[config.mk]
export PLATFORM = sky130hd
export DESIGN_NAME = fetch_unit_wrapper
export DESIGN_NICKNAME = d
export VERILOG_FILES = /design/src/common/fetch_types_pkg.sv /design/src/fetch_unit/fetch_pc_gen.sv /design/src/fetch_unit/fetch_tag_check.sv /design/src/fetch_unit/fetch_unit.sv /design/src/verilog/fetch_unit_wrapper.sv
export VERILOG_INCLUDE_DIRS = /design/src /design/src/common
export SDC_FILE = /design/constraint.sdc
export NUM_CORES = 1
export LEC_CHECK = 0
export ABC_AREA = 1
export BUFFER_PORTS_ARGS = -buffer_cell sky130_fd_sc_hd__buf_2
export CAP_MARGIN = 40
export CORE_MARGIN = 5
export CORE_UTILIZATION = 40
export DETAILED_ROUTE_END_ITERATION = 16
export GPL_TIMING_DRIVEN = 0
export PLACE_DENSITY_LB_ADDON = 0.08
export SETUP_SLACK_MARGIN = 0.4
export SYNTH_ARGS = -nofsm -noshare
export SYNTH_HDL_FRONTEND = slang
export SYNTH_SLANG_ARGS = --single-unit
[constraint.sdc]
create_clock -name CLK -period 17.42 [get_ports CLK]
set_input_delay 0 -clock CLK [delete_from_list [all_inputs] [get_ports CLK]]
set_output_delay 0 -clock CLK [all_outputs]
set_load 0.02 [all_outputs]
[src/common/fetch_defs.svh]
//--------------------------------------------------------------------
// width constants for the instruction fetch front end
// included by fetch_types_pkg and by any module that slices a PC
//--------------------------------------------------------------------
`ifndef FETCH_DEFS_SVH
`define FETCH_DEFS_SVH

// address and translation widths
`define FETCH_PC_WIDTH 32
`define FETCH_VPN_WIDTH 20
`define FETCH_PPN_WIDTH 20
`define FETCH_ASID_WIDTH 9

// icache geometry
`define FETCH_INDEX_WIDTH 6
`define FETCH_OFFSET_WIDTH 4

// fetch block shape, 2-byte parcels
`define FETCH_BLOCK_BYTES 16
`define FETCH_PARCELS 8

`endif

[src/common/fetch_types_pkg.sv]
//--------------------------------------------------------------------
// shared vector types and the fetch state encoding
// import inside a module body, scoped names in port lists
//--------------------------------------------------------------------
`default_nettype none

`include "fetch_defs.svh"

package fetch_types_pkg;

	// address pieces
	typedef logic [`FETCH_PC_WIDTH-1:0] pc_t;
	typedef logic [`FETCH_VPN_WIDTH-1:0] vpn_t;
	typedef logic [`FETCH_PPN_WIDTH-1:0] ppn_t;
	typedef logic [`FETCH_ASID_WIDTH-1:0] asid_t;
	typedef logic [`FETCH_INDEX_WIDTH-1:0] icache_index_t;
	typedef logic [`FETCH_OFFSET_WIDTH-1:0] block_offset_t;

	// instruction payload
	typedef logic [`FETCH_BLOCK_BYTES*8-1:0] fetch_block_t;
	typedef logic [`FETCH_PARCELS-1:0] parcel_mask_t;

	typedef enum logic [1:0] {
		FETCH_IDLE,
		FETCH_WAIT_RESP,
		FETCH_PARKED
	} fetch_state_t;

endpackage

`default_nettype wire

[src/fetch_unit/fetch_pc_gen.sv]
//--------------------------------------------------------------------
// fetch PC and ASID, fetch FSM and the ITLB/icache request issue
// requests are single-cycle pulses, one block in flight at a time
//--------------------------------------------------------------------
`default_nettype none

`include "fetch_defs.svh"

module fetch_pc_gen (
	input logic CLK,
	input logic nRST,
	input logic rob_restart_valid,
	input fetch_types_pkg::pc_t rob_restart_pc,
	input fetch_types_pkg::asid_t rob_restart_asid,
	input logic decode_restart_valid,
	input fetch_types_pkg::pc_t decode_restart_pc,
	input logic decode_trigger_wait_for_restart,
	input logic resp_accept,
	input logic resp_retry,
	output logic itlb_req_valid,
	output fetch_types_pkg::vpn_t itlb_req_vpn,
	output fetch_types_pkg::asid_t itlb_req_asid,
	output logic icache_req_valid,
	output fetch_types_pkg::icache_index_t icache_req_index,
	output fetch_types_pkg::block_offset_t icache_req_block_offset,
	output fetch_types_pkg::pc_t fetch_pc
);
	import fetch_types_pkg::*;

	fetch_state_t state;
	fetch_state_t state_next;
	pc_t pc_next;
	pc_t next_block_pc;
	asid_t asid_q;
	asid_t asid_next;
	logic req_q;
	logic req_next;

	// sequential fetch goes to the next aligned block
	assign next_block_pc = {fetch_pc[`FETCH_PC_WIDTH-1:`FETCH_OFFSET_WIDTH],
		{`FETCH_OFFSET_WIDTH{1'b0}}} + pc_t'(`FETCH_BLOCK_BYTES);

	always_comb begin
		state_next = state;
		pc_next = fetch_pc;
		asid_next = asid_q;
		req_next = 1'b0;
		// rob restart wins over decode
		if (rob_restart_valid) begin
			pc_next = rob_restart_pc;
			asid_next = rob_restart_asid;
			state_next = FETCH_WAIT_RESP;
			req_next = 1'b1;
		end else if (decode_restart_valid) begin
			pc_next = decode_restart_pc;
			state_next = FETCH_WAIT_RESP;
			req_next = 1'b1;
		end else if (decode_trigger_wait_for_restart) begin
			state_next = FETCH_PARKED;
		end else begin
			case (state)
				FETCH_IDLE, FETCH_WAIT_RESP: begin
					if (resp_accept) begin
						pc_next = next_block_pc;
						state_next = FETCH_WAIT_RESP;
						req_next = 1'b1;
					end else if (resp_retry) begin
						// miss, same block again
						state_next = FETCH_WAIT_RESP;
						req_next = 1'b1;
					end
				end
				default: begin
					// parked until the next restart
					state_next = FETCH_PARKED;
				end
			endcase
		end
	end

	always_ff @(posedge CLK or negedge nRST) begin
		if (!nRST) begin
			state <= FETCH_IDLE;
			fetch_pc <= '0;
			asid_q <= '0;
			req_q <= 1'b0;
		end else begin
			state <= state_next;
			fetch_pc <= pc_next;
			asid_q <= asid_next;
			req_q <= req_next;
		end
	end

	// ITLB and icache lookups go out together
	assign itlb_req_valid = req_q;
	assign icache_req_valid = req_q;
	assign itlb_req_vpn = fetch_pc[`FETCH_PC_WIDTH-1 -: `FETCH_VPN_WIDTH];
	assign itlb_req_asid = asid_q;
	assign icache_req_index = fetch_pc[`FETCH_OFFSET_WIDTH +: `FETCH_INDEX_WIDTH];
	assign icache_req_block_offset = fetch_pc[`FETCH_OFFSET_WIDTH-1:0];

endmodule

`default_nettype wire

[src/fetch_unit/fetch_tag_check.sv]
//--------------------------------------------------------------------
// way tag compare against the translated page, icache hit/miss
// feedback and the registered istream entry for decode
//--------------------------------------------------------------------
`default_nettype none

`include "fetch_defs.svh"

module fetch_tag_check (
	input logic CLK,
	input logic nRST,
	input logic resp_valid,
	input fetch_types_pkg::pc_t resp_pc,
	input fetch_types_pkg::ppn_t itlb_resp_ppn,
	input logic itlb_resp_page_fault,
	input logic itlb_resp_access_fault,
	input logic [1:0] icache_resp_valid_by_way,
	input fetch_types_pkg::ppn_t [1:0] icache_resp_tag_by_way,
	input fetch_types_pkg::fetch_block_t [1:0] icache_resp_instr_by_way,
	input logic istream_stall,
	output logic icache_resp_hit_valid,
	output logic icache_resp_hit_way,
	output logic icache_resp_miss_valid,
	output fetch_types_pkg::ppn_t icache_resp_miss_tag,
	output logic istream_valid,
	output fetch_types_pkg::parcel_mask_t istream_valid_by_parcel,
	output fetch_types_pkg::fetch_block_t istream_instr_block,
	output fetch_types_pkg::pc_t istream_after_pc,
	output logic istream_page_fault,
	output logic istream_access_fault,
	output logic resp_accept,
	output logic resp_retry
);
	import fetch_types_pkg::*;

	logic [1:0] hit_by_way;
	logic any_hit;
	logic hit_way;
	logic fault;
	logic load;
	parcel_mask_t parcel_mask;
	pc_t after_pc;

	always_comb begin
		for (int w = 0; w < 2; w++) begin
			hit_by_way[w] = icache_resp_valid_by_way[w] &&
				(icache_resp_tag_by_way[w] == itlb_resp_ppn);
		end
	end

	assign any_hit = |hit_by_way;
	assign hit_way = hit_by_way[1];
	assign fault = itlb_resp_page_fault | itlb_resp_access_fault;
	// faults still go to decode, with a zero block
	assign load = resp_valid & (any_hit | fault);

	assign resp_accept = resp_valid & any_hit & ~fault;
	assign resp_retry = resp_valid & ~any_hit & ~fault;

	// parcels from the PC offset to the end of the block
	assign parcel_mask = {`FETCH_PARCELS{1'b1}} << resp_pc[`FETCH_OFFSET_WIDTH-1:1];
	assign after_pc = {resp_pc[`FETCH_PC_WIDTH-1:`FETCH_OFFSET_WIDTH],
		{`FETCH_OFFSET_WIDTH{1'b0}}} + pc_t'(`FETCH_BLOCK_BYTES);

	always_ff @(posedge CLK or negedge nRST) begin
		if (!nRST) begin
			istream_valid <= 1'b0;
			icache_resp_hit_valid <= 1'b0;
			icache_resp_miss_valid <= 1'b0;
		end else begin
			// entry stays put while decode stalls
			if (load) begin
				istream_valid <= 1'b1;
			end else if (!istream_stall) begin
				istream_valid <= 1'b0;
			end
			icache_resp_hit_valid <= resp_accept;
			icache_resp_miss_valid <= resp_retry;
		end
	end

	always_ff @(posedge CLK) begin
		if (load) begin
			istream_valid_by_parcel <= parcel_mask;
			istream_instr_block <= fault ? fetch_block_t'(0) : icache_resp_instr_by_way[hit_way];
			istream_after_pc <= after_pc;
			istream_page_fault <= itlb_resp_page_fault;
			istream_access_fault <= itlb_resp_access_fault;
		end
		if (resp_valid) begin
			icache_resp_hit_way <= hit_way;
			icache_resp_miss_tag <= itlb_resp_ppn;
		end
	end

endmodule

`default_nettype wire

[src/fetch_unit/fetch_unit.sv]
//--------------------------------------------------------------------
// fetch core with the in-flight request tracking, restart kill and
// the one-entry response hold used while decode stalls
//--------------------------------------------------------------------
`default_nettype none

module fetch_unit (
	input logic CLK,
	input logic nRST,
	output logic itlb_req_valid,
	output fetch_types_pkg::vpn_t itlb_req_vpn,
	output fetch_types_pkg::asid_t itlb_req_asid,
	input logic itlb_resp_valid,
	input fetch_types_pkg::ppn_t itlb_resp_ppn,
	input logic itlb_resp_page_fault,
	input logic itlb_resp_access_fault,
	output logic icache_req_valid,
	output fetch_types_pkg::icache_index_t icache_req_index,
	output fetch_types_pkg::block_offset_t icache_req_block_offset,
	input logic [1:0] icache_resp_valid_by_way,
	input fetch_types_pkg::ppn_t [1:0] icache_resp_tag_by_way,
	input fetch_types_pkg::fetch_block_t [1:0] icache_resp_instr_by_way,
	output logic icache_resp_hit_valid,
	output logic icache_resp_hit_way,
	output logic icache_resp_miss_valid,
	output fetch_types_pkg::ppn_t icache_resp_miss_tag,
	output logic istream_valid,
	output fetch_types_pkg::parcel_mask_t istream_valid_by_parcel,
	output fetch_types_pkg::fetch_block_t istream_instr_block,
	output fetch_types_pkg::pc_t istream_after_pc,
	output logic istream_page_fault,
	output logic istream_access_fault,
	input logic istream_stall,
	input logic rob_restart_valid,
	input fetch_types_pkg::pc_t rob_restart_pc,
	input fetch_types_pkg::asid_t rob_restart_asid,
	input logic decode_restart_valid,
	input fetch_types_pkg::pc_t decode_restart_pc,
	input logic decode_trigger_wait_for_restart
);
	import fetch_types_pkg::*;

	pc_t fetch_pc;
	logic resp_accept;
	logic resp_retry;
	logic kill;
	logic wait_trigger;
	logic tc_valid;
	logic tc_fault;
	logic inflight_live;
	pc_t inflight_pc;

	// response parked under stall
	logic hold_valid;
	pc_t hold_pc;
	ppn_t hold_ppn;
	logic hold_page_fault;
	logic hold_access_fault;
	logic [1:0] hold_valid_by_way;
	ppn_t [1:0] hold_tag_by_way;
	fetch_block_t [1:0] hold_instr_by_way;

	// any restart or wait request drops what is in flight
	assign kill = rob_restart_valid | decode_restart_valid | decode_trigger_wait_for_restart;
	assign tc_valid = !istream_stall && !kill &&
		(hold_valid || (itlb_resp_valid && inflight_live));
	assign tc_fault = hold_valid ? (hold_page_fault | hold_access_fault) :
		(itlb_resp_page_fault | itlb_resp_access_fault);
	// a faulting block parks fetch the same way decode does
	assign wait_trigger = decode_trigger_wait_for_restart | (tc_valid & tc_fault);

	always_ff @(posedge CLK or negedge nRST) begin
		if (!nRST) begin
			inflight_live <= 1'b0;
			hold_valid <= 1'b0;
		end else begin
			if (kill) begin
				inflight_live <= 1'b0;
			end else if (itlb_req_valid) begin
				inflight_live <= 1'b1;
			end else if (itlb_resp_valid) begin
				inflight_live <= 1'b0;
			end
			if (kill || !istream_stall) begin
				hold_valid <= 1'b0;
			end else if (itlb_resp_valid && inflight_live) begin
				hold_valid <= 1'b1;
			end
		end
	end

	always_ff @(posedge CLK) begin
		if (itlb_req_valid) begin
			inflight_pc <= fetch_pc;
		end
		if (itlb_resp_valid && inflight_live && istream_stall) begin
			hold_pc <= inflight_pc;
			hold_ppn <= itlb_resp_ppn;
			hold_page_fault <= itlb_resp_page_fault;
			hold_access_fault <= itlb_resp_access_fault;
			hold_valid_by_way <= icache_resp_valid_by_way;
			hold_tag_by_way <= icache_resp_tag_by_way;
			hold_instr_by_way <= icache_resp_instr_by_way;
		end
	end

	//--------------------------------------------------------------------
	// submodules

	fetch_pc_gen u_pc_gen (
		.*,
		.decode_trigger_wait_for_restart(wait_trigger)
	);

	fetch_tag_check u_tag_check (
		.*,
		.resp_valid(tc_valid),
		.resp_pc(hold_valid ? hold_pc : inflight_pc),
		.itlb_resp_ppn(hold_valid ? hold_ppn : itlb_resp_ppn),
		.itlb_resp_page_fault(hold_valid ? hold_page_fault : itlb_resp_page_fault),
		.itlb_resp_access_fault(hold_valid ? hold_access_fault : itlb_resp_access_fault),
		.icache_resp_valid_by_way(hold_valid ? hold_valid_by_way : icache_resp_valid_by_way),
		.icache_resp_tag_by_way(hold_valid ? hold_tag_by_way : icache_resp_tag_by_way),
		.icache_resp_instr_by_way(hold_valid ? hold_instr_by_way : icache_resp_instr_by_way)
	);

endmodule

`default_nettype wire

[src/verilog/fetch_unit_wrapper.sv]
//--------------------------------------------------------------------
// top level around fetch_unit with one register stage on every port
// inputs arrive as next_*, outputs leave as last_*
//--------------------------------------------------------------------
`default_nettype none

module fetch_unit_wrapper (
	input logic CLK,
	input logic nRST,
	output logic last_itlb_req_valid,
	output fetch_types_pkg::vpn_t last_itlb_req_vpn,
	output fetch_types_pkg::asid_t last_itlb_req_asid,
	input logic next_itlb_resp_valid,
	input fetch_types_pkg::ppn_t next_itlb_resp_ppn,
	input logic next_itlb_resp_page_fault,
	input logic next_itlb_resp_access_fault,
	output logic last_icache_req_valid,
	output fetch_types_pkg::icache_index_t last_icache_req_index,
	output fetch_types_pkg::block_offset_t last_icache_req_block_offset,
	input logic [1:0] next_icache_resp_valid_by_way,
	input fetch_types_pkg::ppn_t [1:0] next_icache_resp_tag_by_way,
	input fetch_types_pkg::fetch_block_t [1:0] next_icache_resp_instr_by_way,
	output logic last_icache_resp_hit_valid,
	output logic last_icache_resp_hit_way,
	output logic last_icache_resp_miss_valid,
	output fetch_types_pkg::ppn_t last_icache_resp_miss_tag,
	output logic last_istream_valid,
	output fetch_types_pkg::parcel_mask_t last_istream_valid_by_parcel,
	output fetch_types_pkg::fetch_block_t last_istream_instr_block,
	output fetch_types_pkg::pc_t last_istream_after_pc,
	output logic last_istream_page_fault,
	output logic last_istream_access_fault,
	input logic next_istream_stall,
	input logic next_rob_restart_valid,
	input fetch_types_pkg::pc_t next_rob_restart_pc,
	input fetch_types_pkg::asid_t next_rob_restart_asid,
	input logic next_decode_restart_valid,
	input fetch_types_pkg::pc_t next_decode_restart_pc,
	input logic next_decode_trigger_wait_for_restart
);
	import fetch_types_pkg::*;

	// unit side of the port registers
	logic itlb_req_valid;
	vpn_t itlb_req_vpn;
	asid_t itlb_req_asid;
	logic itlb_resp_valid;
	ppn_t itlb_resp_ppn;
	logic itlb_resp_page_fault;
	logic itlb_resp_access_fault;
	logic icache_req_valid;
	icache_index_t icache_req_index;
	block_offset_t icache_req_block_offset;
	logic [1:0] icache_resp_valid_by_way;
	ppn_t [1:0] icache_resp_tag_by_way;
	fetch_block_t [1:0] icache_resp_instr_by_way;
	logic icache_resp_hit_valid;
	logic icache_resp_hit_way;
	logic icache_resp_miss_valid;
	ppn_t icache_resp_miss_tag;
	logic istream_valid;
	parcel_mask_t istream_valid_by_parcel;
	fetch_block_t istream_instr_block;
	pc_t istream_after_pc;
	logic istream_page_fault;
	logic istream_access_fault;
	logic istream_stall;
	logic rob_restart_valid;
	pc_t rob_restart_pc;
	asid_t rob_restart_asid;
	logic decode_restart_valid;
	pc_t decode_restart_pc;
	logic decode_trigger_wait_for_restart;

	fetch_unit u_fetch_unit (.*);

	//--------------------------------------------------------------------
	// port registers

	always_ff @(posedge CLK or negedge nRST) begin
		if (!nRST) begin
			{last_itlb_req_valid, last_itlb_req_vpn, last_itlb_req_asid} <= '0;
			{itlb_resp_valid, itlb_resp_ppn, itlb_resp_page_fault, itlb_resp_access_fault} <= '0;
			{last_icache_req_valid, last_icache_req_index, last_icache_req_block_offset} <= '0;
			{icache_resp_valid_by_way, icache_resp_tag_by_way, icache_resp_instr_by_way} <= '0;
			{last_icache_resp_hit_valid, last_icache_resp_hit_way} <= '0;
			{last_icache_resp_miss_valid, last_icache_resp_miss_tag} <= '0;
			{last_istream_valid, last_istream_valid_by_parcel, last_istream_instr_block} <= '0;
			{last_istream_after_pc, last_istream_page_fault, last_istream_access_fault} <= '0;
			istream_stall <= 1'b0;
			{rob_restart_valid, rob_restart_pc, rob_restart_asid} <= '0;
			{decode_restart_valid, decode_restart_pc, decode_trigger_wait_for_restart} <= '0;
		end else begin
			// itlb
			last_itlb_req_valid <= itlb_req_valid;
			last_itlb_req_vpn <= itlb_req_vpn;
			last_itlb_req_asid <= itlb_req_asid;
			itlb_resp_valid <= next_itlb_resp_valid;
			itlb_resp_ppn <= next_itlb_resp_ppn;
			itlb_resp_page_fault <= next_itlb_resp_page_fault;
			itlb_resp_access_fault <= next_itlb_resp_access_fault;
			// icache
			last_icache_req_valid <= icache_req_valid;
			last_icache_req_index <= icache_req_index;
			last_icache_req_block_offset <= icache_req_block_offset;
			icache_resp_valid_by_way <= next_icache_resp_valid_by_way;
			icache_resp_tag_by_way <= next_icache_resp_tag_by_way;
			icache_resp_instr_by_way <= next_icache_resp_instr_by_way;
			last_icache_resp_hit_valid <= icache_resp_hit_valid;
			last_icache_resp_hit_way <= icache_resp_hit_way;
			last_icache_resp_miss_valid <= icache_resp_miss_valid;
			last_icache_resp_miss_tag <= icache_resp_miss_tag;
			// istream
			last_istream_valid <= istream_valid;
			last_istream_valid_by_parcel <= istream_valid_by_parcel;
			last_istream_instr_block <= istream_instr_block;
			last_istream_after_pc <= istream_after_pc;
			last_istream_page_fault <= istream_page_fault;
			last_istream_access_fault <= istream_access_fault;
			istream_stall <= next_istream_stall;
			// restarts
			rob_restart_valid <= next_rob_restart_valid;
			rob_restart_pc <= next_rob_restart_pc;
			rob_restart_asid <= next_rob_restart_asid;
			decode_restart_valid <= next_decode_restart_valid;
			decode_restart_pc <= next_decode_restart_pc;
			decode_trigger_wait_for_restart <= next_decode_trigger_wait_for_restart;
		end
	end

endmodule

`default_nettype wire

==> Word-level counts from Yosys, hierarchy flattened <==
Cells that the tools add are included.
W data, S select, Z words.
{ "totals": {"register_bits": 1256, "in_bits": 400, "out_inout_bits": 235, "word_cells": 134} }
{ "classes": {"addsub": 2, "order_cmp": 1, "eq_ne": 6, "shifts": 1, "n_mux": 34, "bitwise_logic": 15, "n_reduce_logical": 18} }
{ "ops": {"columns": ["cell", "n"], "rows": [
  ["$mux W128", 2],
  ["$mux W256", 1],
  ["$mux W32", 6],
  ["$add A32 B5 Y32 const B", 2],
  ["$eq A20 B20 Y1", 2],
  ["$mux W40", 1],
  ["$mux W20", 1],
  ["$mux W1", 16],
  ["$mux W2", 7],
  ["$reduce_bool A3 Y1", 3],
  ["$shl A8 B3 Y8 const A", 1],
  ["$or A1 B1 Y1", 7],
  ["$and A1 B1 Y1", 6],
  ["$logic_and A1 B1 Y1", 6],
  ["$ne A6 B6 Y1 const B", 1],
  ["$reduce_or A2 Y1", 2],
  ["$ne A3 B3 Y1 const B", 1],
  ["$reduce_and A3 Y1", 1],
  ["$eq A2 B1 Y1 const B", 1],
  ["$logic_not A1 Y1", 2],
  ["$logic_not A2 Y1", 1],
  ["$logic_or A1 B1 Y1", 2],
  ["$lt A1 B2 Y1 const B", 1],
  ["$ne A2 B1 Y1 const B", 1],
  ["other kinds (2)", 3]
]} }

==> Logic depth before layout (Yosys ltp) <==
Gate-level depths: netlist of run 1.
{ "logic_depth": {"depth_word": 13, "ltp_mapped": 19, "depth_no_buf": 15} }

==> By module <==
Synthesis of run 1 repeated with hierarchy kept, for this count alone.
{ "hier_totals": {"cells_unflattened": 3791, "area_unflattened_um2": 44988.1} }
{ "by_module_without_submodules": {"columns": ["module", "instances", "cells_each", "area_per_inst_um2", "seq_area_each_um2"], "rows": [
  ["fetch_unit", 1, 1542, 16181.8, 11581.1],
  ["fetch_unit_wrapper", 1, 633, 15840.2, 15840.2],
  ["fetch_tag_check", 1, 1182, 9798.1, 5660.4],
  ["fetch_pc_gen", 1, 434, 3168.0, 1076.0]
]} }

==> Worst setup path after synthesis of run 1 <==
OpenSTA, ideal clock, no wires.
{ "synth_path": {"path_kind": "register to register", "from": "reg itlb_resp_valid", "to": "reg u_fetch_unit.hold_access_fault, enable pin", "setup_ns": 1.074, "arrival_ns": 14.985, "required_time_ns": 16.346, "setup_slack_ns": 1.361, "stages_incl_launch_ff": 3, "path_cell_list": "dfrtp_1 > nand2_1 > nor2_1"} }
{ "synth_between": {"elab_chain_cells": 2} }
{ "synth_rtl": {"columns": ["element", "line_no", "rtl"], "rows": [
  ["start: declaration", "fetch_unit_wrapper.sv:47", "logic itlb_resp_valid;"],
  ["start signal: assignment", "fetch_unit_wrapper.sv:98", "itlb_resp_valid <= next_itlb_resp_valid;"],
  ["$logic_and A1 B1 Y1 (2 in a row)", "fetch_unit.sv:96", "if (itlb_resp_valid && inflight_live && istream_stall) begin"],
  ["end signal: assignment", "fetch_unit.sv:100", "hold_access_fault <= itlb_resp_access_fault;"],
  ["end: declaration", "fetch_unit.sv:58", "logic hold_access_fault;"]
]} }
No other way between the ends.
A chain may end at the register's enable or synchronous reset.

==> Final worst setup path of run 1 <==
{ "layout_path": {"from": "reg u_fetch_unit.hold_valid", "to": "reg u_fetch_unit.u_tag_check.istream_instr_block[62], enable pin"} }
{ "layout_between": {"elab_chain_cells": 6, "word_cells_on_any_way": 15, "cone_classes": "eq/ne: 2; mux: 5; bitwise: 3; reduce/logical: 5"} }
{ "layout_rtl": {"columns": ["element", "line_no", "rtl"], "rows": [
  ["start: declaration", "fetch_unit.sv:54", "logic hold_valid;"],
  ["start signal: assignment", "fetch_unit.sv:75", "hold_valid <= 1'b0;"],
  ["start signal: assignment", "fetch_unit.sv:85", "hold_valid <= 1'b0;"],
  ["start signal: assignment", "fetch_unit.sv:87", "hold_valid <= 1'b1;"],
  ["$mux W20 (*)", "fetch_unit.sv:119", ".itlb_resp_ppn(hold_valid ? hold_ppn : itlb_resp_ppn),"],
  ["named net u_fetch_unit.u_tag_check.itlb_resp_ppn[14]", "fetch_tag_check.sv:14", "input fetch_types_pkg::ppn_t itlb_resp_ppn,"],
  ["$eq A20 B20 Y1", "fetch_tag_check.sv:47", "(icache_resp_tag_by_way[w] == itlb_resp_ppn);"],
  ["$logic_and A1 B1 Y1", "fetch_tag_check.sv:46", "hit_by_way[w] = icache_resp_valid_by_way[w] &&"],
  ["$reduce_or A2 Y1 (*)", "fetch_tag_check.sv:51", "assign any_hit = |hit_by_way;"],
  ["$or A1 B1 Y1 (*)", "fetch_tag_check.sv:55", "assign load = resp_valid & (any_hit | fault);"],
  ["$and A1 B1 Y1 (*)", "fetch_tag_check.sv:55", null],
  ["named net u_fetch_unit.u_tag_check.load", "fetch_tag_check.sv:40", "logic load;"],
  ["end signal: assignment", "fetch_tag_check.sv:85", "istream_instr_block <= fault ? fetch_block_t'(0) : icache_resp_instr_by_way[hit_way];"],
  ["end: declaration", "fetch_tag_check.sv:27", "output fetch_types_pkg::fetch_block_t istream_instr_block,"]
]} }
The timed path passes the listed nets; every way through them passes the cells marked *.

==> results.json, run 1 <==
{
  "gr-usage-all-layers_pct": 22.09,
  "p_leak_nw": 26.20,
  "die_area_mm2": 0.1160,
  "criticalPathCategory": "register to register",
  "drive_above_1_share_pct": 19.58,
  "critPathTopFamily": "buffers and inverters",
  "synth_edf_count": 568,
  "relSlewSlack_pct": 45.01,
  "ys_seq_area_share_pct": 77.74,
  "synth_cell_types": 42,
  "powerDensity_mw_per_mm2": 106.5,
  "initial_core_util_pct": 40.20,
  "dp_slack_ns": 12.63,
  "p_clk_share_pct": 44.3,
  "cts_tree": "yes",
  "drt_wl_total_um": 127700,
  "cts_setup_buffers": 0,
  "initialDrtViolationCount": 1831,
  "design_power_total_mw": 6.601,
  "grt_max_degree": 120,
  "cts.sinks": 1244,
  "cts_buffers": 136,
  "port_buffers": 630,
  "io_pins": 635,
  "dpl.hpwl_um": 87110,
  "core-area_mm2": 0.1087,
  "nNetsFinal": 5299,
  "pwr-share-comb_pct": 6.7,
  "clock_latency_ns": 0.73,
  "fin_crit_ns": 4.709,
  "dp.cells": 5376,
  "start_kind": "register",
  "critPathBufInv": 7,
  "grt_pass1_vias": 31420,
  "ys_seq_elements": 1244,
  "worstSetupEndpointType": "register",
  "antenna_found_initial": 24,
  "worst_pin_slew_ns": 0.8218,
  "finalSetupViolCount": 0,
  "clk_pin_slew_ns": 0.06,
  "syn-instance-count": 3301,
  "critPathMaxFanout": 93,
  "outcome": "finished, final reports clean",
  "setup_slack_ns": 12.71,
  "clockBufferDepth": 3,
  "period_share_pct": 27.03,
  "seqPwrFrac_pct": 49.0,
  "htree_levels": 4,
  "min_path_type": "primary input to register",
  "synthFlopType": "dfrtp_1",
  "dr.pass1.iters": 7,
  "grt_pass1_wl_um": 193800,
  "syn_avg_cell_area_um2": 13.24,
  "rsz0062_at_grt": "false",
  "path_cells": "buf_4, buf_4, o21ai_0, inv_1, nand3_1, nand3_1, nor2_1, nand3_2, clkbuf_1, nand2_1, inv_1, nand2_1, nand2_1, inv_8, buf_16",
  "drt-wirelength-per-cell_um": 19.82,
  "fin_cells": 6443,
  "worst_path_max_delay_cell": "o21ai_0",
  "cp.required_ns": 17.77,
  "avgViaCountPerCell": 4.624,
  "slowest_delay_ns": 0.55,
  "drv_cap": 0,
  "fin_skew_ns": 0.02318,
  "maxSlewViolCount": 0,
  "switchingPower_mw": 1.450,
  "switching_share_pct": 21.96,
  "tns_ns": 0,
  "yosys_warnings": 0,
  "die_w_um": 340.5,
  "die_h_um": 340.5,
  "fmax_ghz": 0.2124,
  "async_flop_share_pct": 54.34,
  "p_int_mw": 5.151,
  "finalHoldViolCount": 0,
  "area_growth_pct": 41.87,
  "crit_arrival_ns": 5.06,
  "synth_area_mm2": 0.04370,
  "cts_root_buf": "clkbuf_16",
  "rows": 121,
  "max-vdd-ir-drop_mv": 0.09136,
  "route.detailed.drc": 0,
  "antenna_left": 0,
  "gp_congestion": 0.8733,
  "grt_overflow": 0,
  "via_count": 29790,
  "cpMostUsedCell": "nand2_1"
}
area by class of cell:
| class | count | area [µm²] |
|---|---|---|
| plain buffers | 138 | 695.7 |
| flip-flops and latches | 1244 | 33970 |
| clock inverters | 55 | 639.4 |
| well taps | 1414 | 1769 |
| multi-input cells | 1772 | 8493 |
| diodes | 20 | 50.05 |
| inverters | 150 | 570.5 |
| clock buffers | 195 | 3961 |
| repair buffers | 1455 | 11840 |
| fillers | 9055 | 46710 |
registers in the layout, indices dropped and copies added, names as in the netlist, 28 cells and up:
| name | cells |
|---|---|
| icache_resp_tag_by_way | 40 |
| u_fetch_unit.hold_instr_by_way | 256 |
| last_istream_instr_block | 128 |
| u_fetch_unit.hold_pc | 31 |
| u_fetch_unit.u_tag_check.istream_after_pc | 28 |
| u_fetch_unit.hold_tag_by_way | 40 |
| icache_resp_instr_by_way | 256 |
| rob_restart_pc | 32 |
| last_istream_after_pc | 28 |
| decode_restart_pc | 32 |
| u_fetch_unit.u_pc_gen.fetch_pc | 32 |
| u_fetch_unit.u_tag_check.istream_instr_block | 128 |
| u_fetch_unit.inflight_pc | 31 |
kinds of logic after synthesis:
kind of cell / Yosys count / share of synthesized area [%]
other cells: 2 / 0.01719
simple gates: 1265 / 11.57
flops: 1244 / 77.74
mux: 128 / 2.932
buf+inv: 288 / 2.880
compound gates: 331 / 3.974
xor+xnor: 41 / 0.8218
fa+ha+maj: 2 / 0.05726
power groups by stage:
stage / registers [mW] / clock network, mW / logic [mW]
floorplan: 3.29 / 0 / 0.129
global placement: 3.30 / 0 / 0.286
detailed placement: 3.29 / 0 / 0.297
CTS: 3.24 / 3.00 / 0.443
global route: 3.25 / 3.13 / 0.493
finish: 3.24 / 2.92 / 0.443
per-stage QoR:
| step | cell area (µm²) | utilization, % | hold WS (ns) |
|---|---|---|---|
| 3_5_place_dp | 49350 | 45.40 | -0.01287 |
| 2_1_floorplan | 43710 | - | -0.2956 |
| 3_3_place_gp | 48630 | 44.74 | 0.1083 |
| 6_report | 61990 | 57.03 | 0.08133 |
| 5_1_grt | 61960 | 57.00 | 0.05356 |
| 4_1_cts | 61940 | 56.98 | 0.009302 |
cell usage after synthesis (all sizes together), types with 2 or more instances:
library cell | number | area, µm²
and2 | 2 | 12.51
mux2i | 128 | 1281
nand3 | 84 | 425.4
nand3b | 6 | 45.04
o211ai | 7 | 52.55
nor3 | 17 | 90.09
ha | 2 | 25.02
nand4 | 15 | 93.84
clkinv | 2 | 7.510
nor4 | 4 | 37.53
a21oi | 130 | 650.6
clkbuf | 63 | 236.5
inv | 148 | 555.5
dfrtp | 676 | 16920
xor2 | 29 | 254.0
edfxtp | 568 | 17060
or2 | 22 | 137.6
nand2 | 1022 | 3846
xnor2 | 12 | 105.1
a22o | 7 | 61.31
o21ai | 176 | 888.3
buf | 75 | 459.2
conb | 2 | 7.510
nor2 | 92 | 362.8
o21bai | 4 | 30.03
a22oi | 5 | 37.54
final timing paths:
check,start,slack [ns],endpoint,depth (start not counted)
worst min register to register,register,0.34,last_istream_instr_block[40],0
max in group asynchronous,nRST,15.64,icache_resp_instr_by_way[130],6
worst max register to register,u_fetch_unit.hold_valid,12.71,register,15
worst max-delay path,u_fetch_unit.hold_valid,12.71,register,15
min in group asynchronous,nRST,0.42,last_istream_instr_block[39],4
worst min-delay path,next_icache_resp_tag_by_way[6],0.08,icache_resp_tag_by_way[6],2
routing by layer:
layer	GRT usage (%)	vias up	share of wire (%)
li1	-	14260	-
met1	28.93	14490	42
met2	36.61	830	48
met3	5.383	202	6.5
met4	7.039	10	2.8
met5	0	-	0.052
cells in the final DEF, fill, tap and decap left out, types with 14 or more instances in the layout:
| cell | netlist | final |
|---|---|---|
| clkbuf_1 | 63 | 94 |
| xor2_1 | 29 | 29 |
| buf_4 | 14 | 14 |
| o21ai_0 | 167 | 167 |
| diode_2 | 0 | 20 |
| or2_2 | 22 | 22 |
| clkinv_2 | 0 | 24 |
| dfrtp_1 | 676 | 676 |
| nor3_1 | 16 | 16 |
| dlygate4sd3_1 | 0 | 796 |
| buf_16 | 0 | 18 |
| nand2_1 | 1020 | 1020 |
| mux2i_1 | 128 | 128 |
| clkbuf_16 | 0 | 141 |
| nand3_1 | 83 | 83 |
| a21oi_1 | 130 | 130 |
| nand4_1 | 15 | 15 |
| clkbuf_8 | 0 | 23 |
| edfxtp_1 | 568 | 568 |
| nor2_1 | 89 | 87 |
| inv_1 | 146 | 145 |
| buf_2 | 46 | 675 |
repair_timing:
| item | CTS | global route |
|---|---|---|
| hold buffers | 797 | 0 |
| hold endpoints to repair | 623 | 0 |
| gates resized for setup | 0 | 0 |
No activity file was read; power rests on OpenSTA's default activity.
==> run 2: changes to the inputs <==
- ABC_AREA: 1 -> 0
- clock period: 17.42 -> 4.2 ns (I/O delays scaled with it)
==> results.json, run 2 <==
{
  "outcome": "finished, final reports clean",
  "finalCoreUtilization_pct": 58.15,
  "rsz0062_at_grt": "true",
  "p_leak_nw": 23.71,
  "dpl.hpwl_um": 74940,
  "core-area_mm2": 0.1038,
  "synth_area_mm2": 0.04194,
  "initialDrtViolationCount": 1382,
  "maxSlewViolCount": 0,
  "die_w_um": 333.8,
  "synth_edf_count": 568,
  "area_growth_pct": 43.90,
  "crit_arrival_ns": 4.07,
  "tns_ns": 0,
  "dpl-instance-area_mm2": 0.04764,
  "relSlewSlack_pct": 45.92,
  "start_kind": "register",
  "fin_crit_ns": 3.621,
  "ys_seq_area_share_pct": 81.00,
  "io_pins": 635,
  "synth_common_cells": "676 x dfrtp_1, 568 x edfxtp_1, 135 x and2_1",
  "yosysTopAreaCell": "edfxtp_1",
  "worst_pin_slew_ns": 0.8112,
  "synthFlopType": "dfrtp_1",
  "grt_pass1_wl_um": 167500,
  "drv_cap": 0,
  "final_cell_mix": "797 x dlygate4sd3_1, 676 x dfrtp_1, 654 x buf_2",
  "cts.sinks": 1244,
  "critPathMaxFanout": 10,
  "ys_seq_elements": 1244,
  "antenna_left": 0,
  "grt_overflow": 0,
  "syn_avg_cell_area_um2": 19.62,
  "min_path_type": "primary input to register",
  "final_common_cell": "dlygate4sd3_1",
  "powerDensity_mw_per_mm2": 444.5,
  "drt_wl_total_um": 111100,
  "syn-instance-count": 2138,
  "period_share_pct": 86.21,
  "grt_max_degree": 124,
  "max-vdd-ir-drop_mv": 0.3944,
  "cts_tree": "yes",
  "htree_levels": 4,
  "antenna_found_initial": 25,
  "avgViaCountPerCell": 4.726,
  "yosys_warnings": 0,
  "drive_above_1_share_pct": 28.93,
  "design_area_mm2": 0.06035,
  "die_area_mm2": 0.1114,
  "async_flop_share_pct": 54.34,
  "die_h_um": 333.8,
  "fin_hold_ws_ns": 0.1030,
  "clock_latency_ns": 0.73,
  "rows": 118,
  "cts_root_buf": "clkbuf_16",
  "synth.top_cell.area_share_pct": 40.67,
  "dr.pass1.iters": 6,
  "initial_core_util_pct": 40.41,
  "synth_cell_types": 76,
  "clockBufferDepth": 3,
  "cp.required_ns": 4.65,
  "gr-usage-all-layers_pct": 19.93,
  "via_count": 24820,
  "drt-wirelength-per-cell_um": 21.15,
  "nNetsFinal": 4145,
  "yosysMostFrequentCell": "dfrtp_1",
  "synth.area.top_cells": "edfxtp_1 41%, dfrtp_1 40%, mux4_2 6.9%",
  "fin_skew_ns": 0.02892,
  "criticalPathCategory": "register to register",
  "largest_registers": "icache_resp_instr_by_way x256, u_fetch_unit.hold_instr_by_way x256",
  "clk_pin_slew_ns": 0.06,
  "fmax_ghz": 0.2762,
  "route.detailed.drc": 0,
  "cts_buffers": 134,
  "grt_pass1_vias": 27770,
  "gp_congestion": 0.8299,
  "finalHoldViolCount": 0,
  "worstSetupEndpointType": "register",
  "port_buffers": 630,
  "finalSetupViolCount": 0
}
run 2: changes by cell type in the layout (fill, tap and decap cells not counted), moves of 33 or more:
cell / before / now
mux2i_1: 128 / 26
a21oi_1: 130 / 25
o21ai_0: 167 / 25
xor2_1: 29 / 62
xnor2_1: 12 / 45
mux2_2: 0 / 42
and2_1: 2 / 135
nand3_1: 83 / 27
nand2_1: 1020 / 59
inv_1: 145 / 24
mux4_2: 0 / 128
nor2_1: 87 / 34
clkbuf_1: 94 / 61
run 2: timing repair:
| item | 4_1_cts | 5_1_grt |
|---|---|---|
| hold buffers | 798 | 0 |
| endpoints found under the hold margin | 746 | 0 |
| setup buffers | 2 | 3 |
| endpoints found under the setup margin | 83 | 62 |
| resized for setup | 17 | 7 |
| pin swaps | 1 | 0 |
run 2: path summary, 6_finish.rpt:
| check | start | end | slack (ns) | cells past startpoint |
|---|---|---|---|---|
| worst max-delay path | u_fetch_unit.hold_valid | u_fetch_unit.u_tag_check.istream_after_pc[24] | 0.58 | 19 |
| worst min-delay path | next_icache_resp_instr_by_way[249] | icache_resp_instr_by_way[249] | 0.10 | 2 |
| worst max register to register | u_fetch_unit.hold_valid | u_fetch_unit.u_tag_check.istream_after_pc[24] | 0.58 | 19 |
| worst min register to register | u_fetch_unit.u_tag_check.istream_after_pc[23] | last_istream_after_pc[23] | 0.33 | 0 |
| max in group asynchronous | nRST | rob_restart_pc[23] | 2.15 | 6 |
| min in group asynchronous | nRST | icache_resp_instr_by_way[24] | 0.49 | 4 |
run 2: metal layers:
layer | vias to the layer above | global-route usage, % | wire (µm)
li1 | 11130 | - | -
met1 | 12740 | 23.83 | 43280
met2 | 694 | 34.07 | 56440
met3 | 232 | 5.669 | 6841
met4 | 20 | 8.429 | 4379
met5 | - | 0 | 128
run 2: critical path, cell delays in order (launching register included):
cell,delay (ns)
dfrtp_1,0.37
buf_6,0.15
buf_6,0.15
buf_8,0.15
buf_12,0.15
buf_8,0.15
buf_8,0.16
buf_8,0.16
mux2_2,0.23
ha_1,0.17
inv_1,0.08
a221oi_2,0.24
nand3b_1,0.12
buf_4,0.17
nor3_4,0.21
and2_1,0.14
buf_2,0.17
nand2_1,0.09
xor2_1,0.15
mux2i_1,0.09
run 2: kinds of logic after synthesis:
kind of cell / count (synthesis) / synth area share, %
AO/OA/AOI/OAI: 128 / 2.136
XOR/XNOR: 107 / 2.234
adder cells (fa/ha/maj): 2 / 0.05966
buffers and inverters: 102 / 1.116
flip-flops: 1244 / 81.00
multiplexers: 196 / 8.622
other: 2 / 0.01791
AND/OR/NAND/NOR: 357 / 4.812
run 2: area by class of cell:
class / count / area [µm²]
clock inverter: 46 / 494.2
tap: 1380 / 1727
buffer: 77 / 446.7
inverter: 25 / 93.84
sequential: 1244 / 33970
clock buffer: 201 / 4046
fill: 8034 / 43440
multi-input combinational: 795 / 7570
antenna: 18 / 45.04
timing repair buffer: 1466 / 11960
run 2: through the flow:
step	std cells	power (mW)	setup slack, ns
floorplan	2141	13.95	-0.7842
global placement	4151	14.53	-11.42
detailed placement	4184	14.58	-1.319
CTS	5231	27.19	0.3671
global route	5244	27.90	0.3204
finish	5252	26.83	0.5790
run 2: power by group:
group | internal [mW] | total (mW) | switching (mW)
logic | 0.930 | 1.57 | 0.644
clock network | 7.18 | 11.9 | 4.72
registers | 13.1 | 13.4 | 0.237
total | 21.2 | 26.8 | 5.60
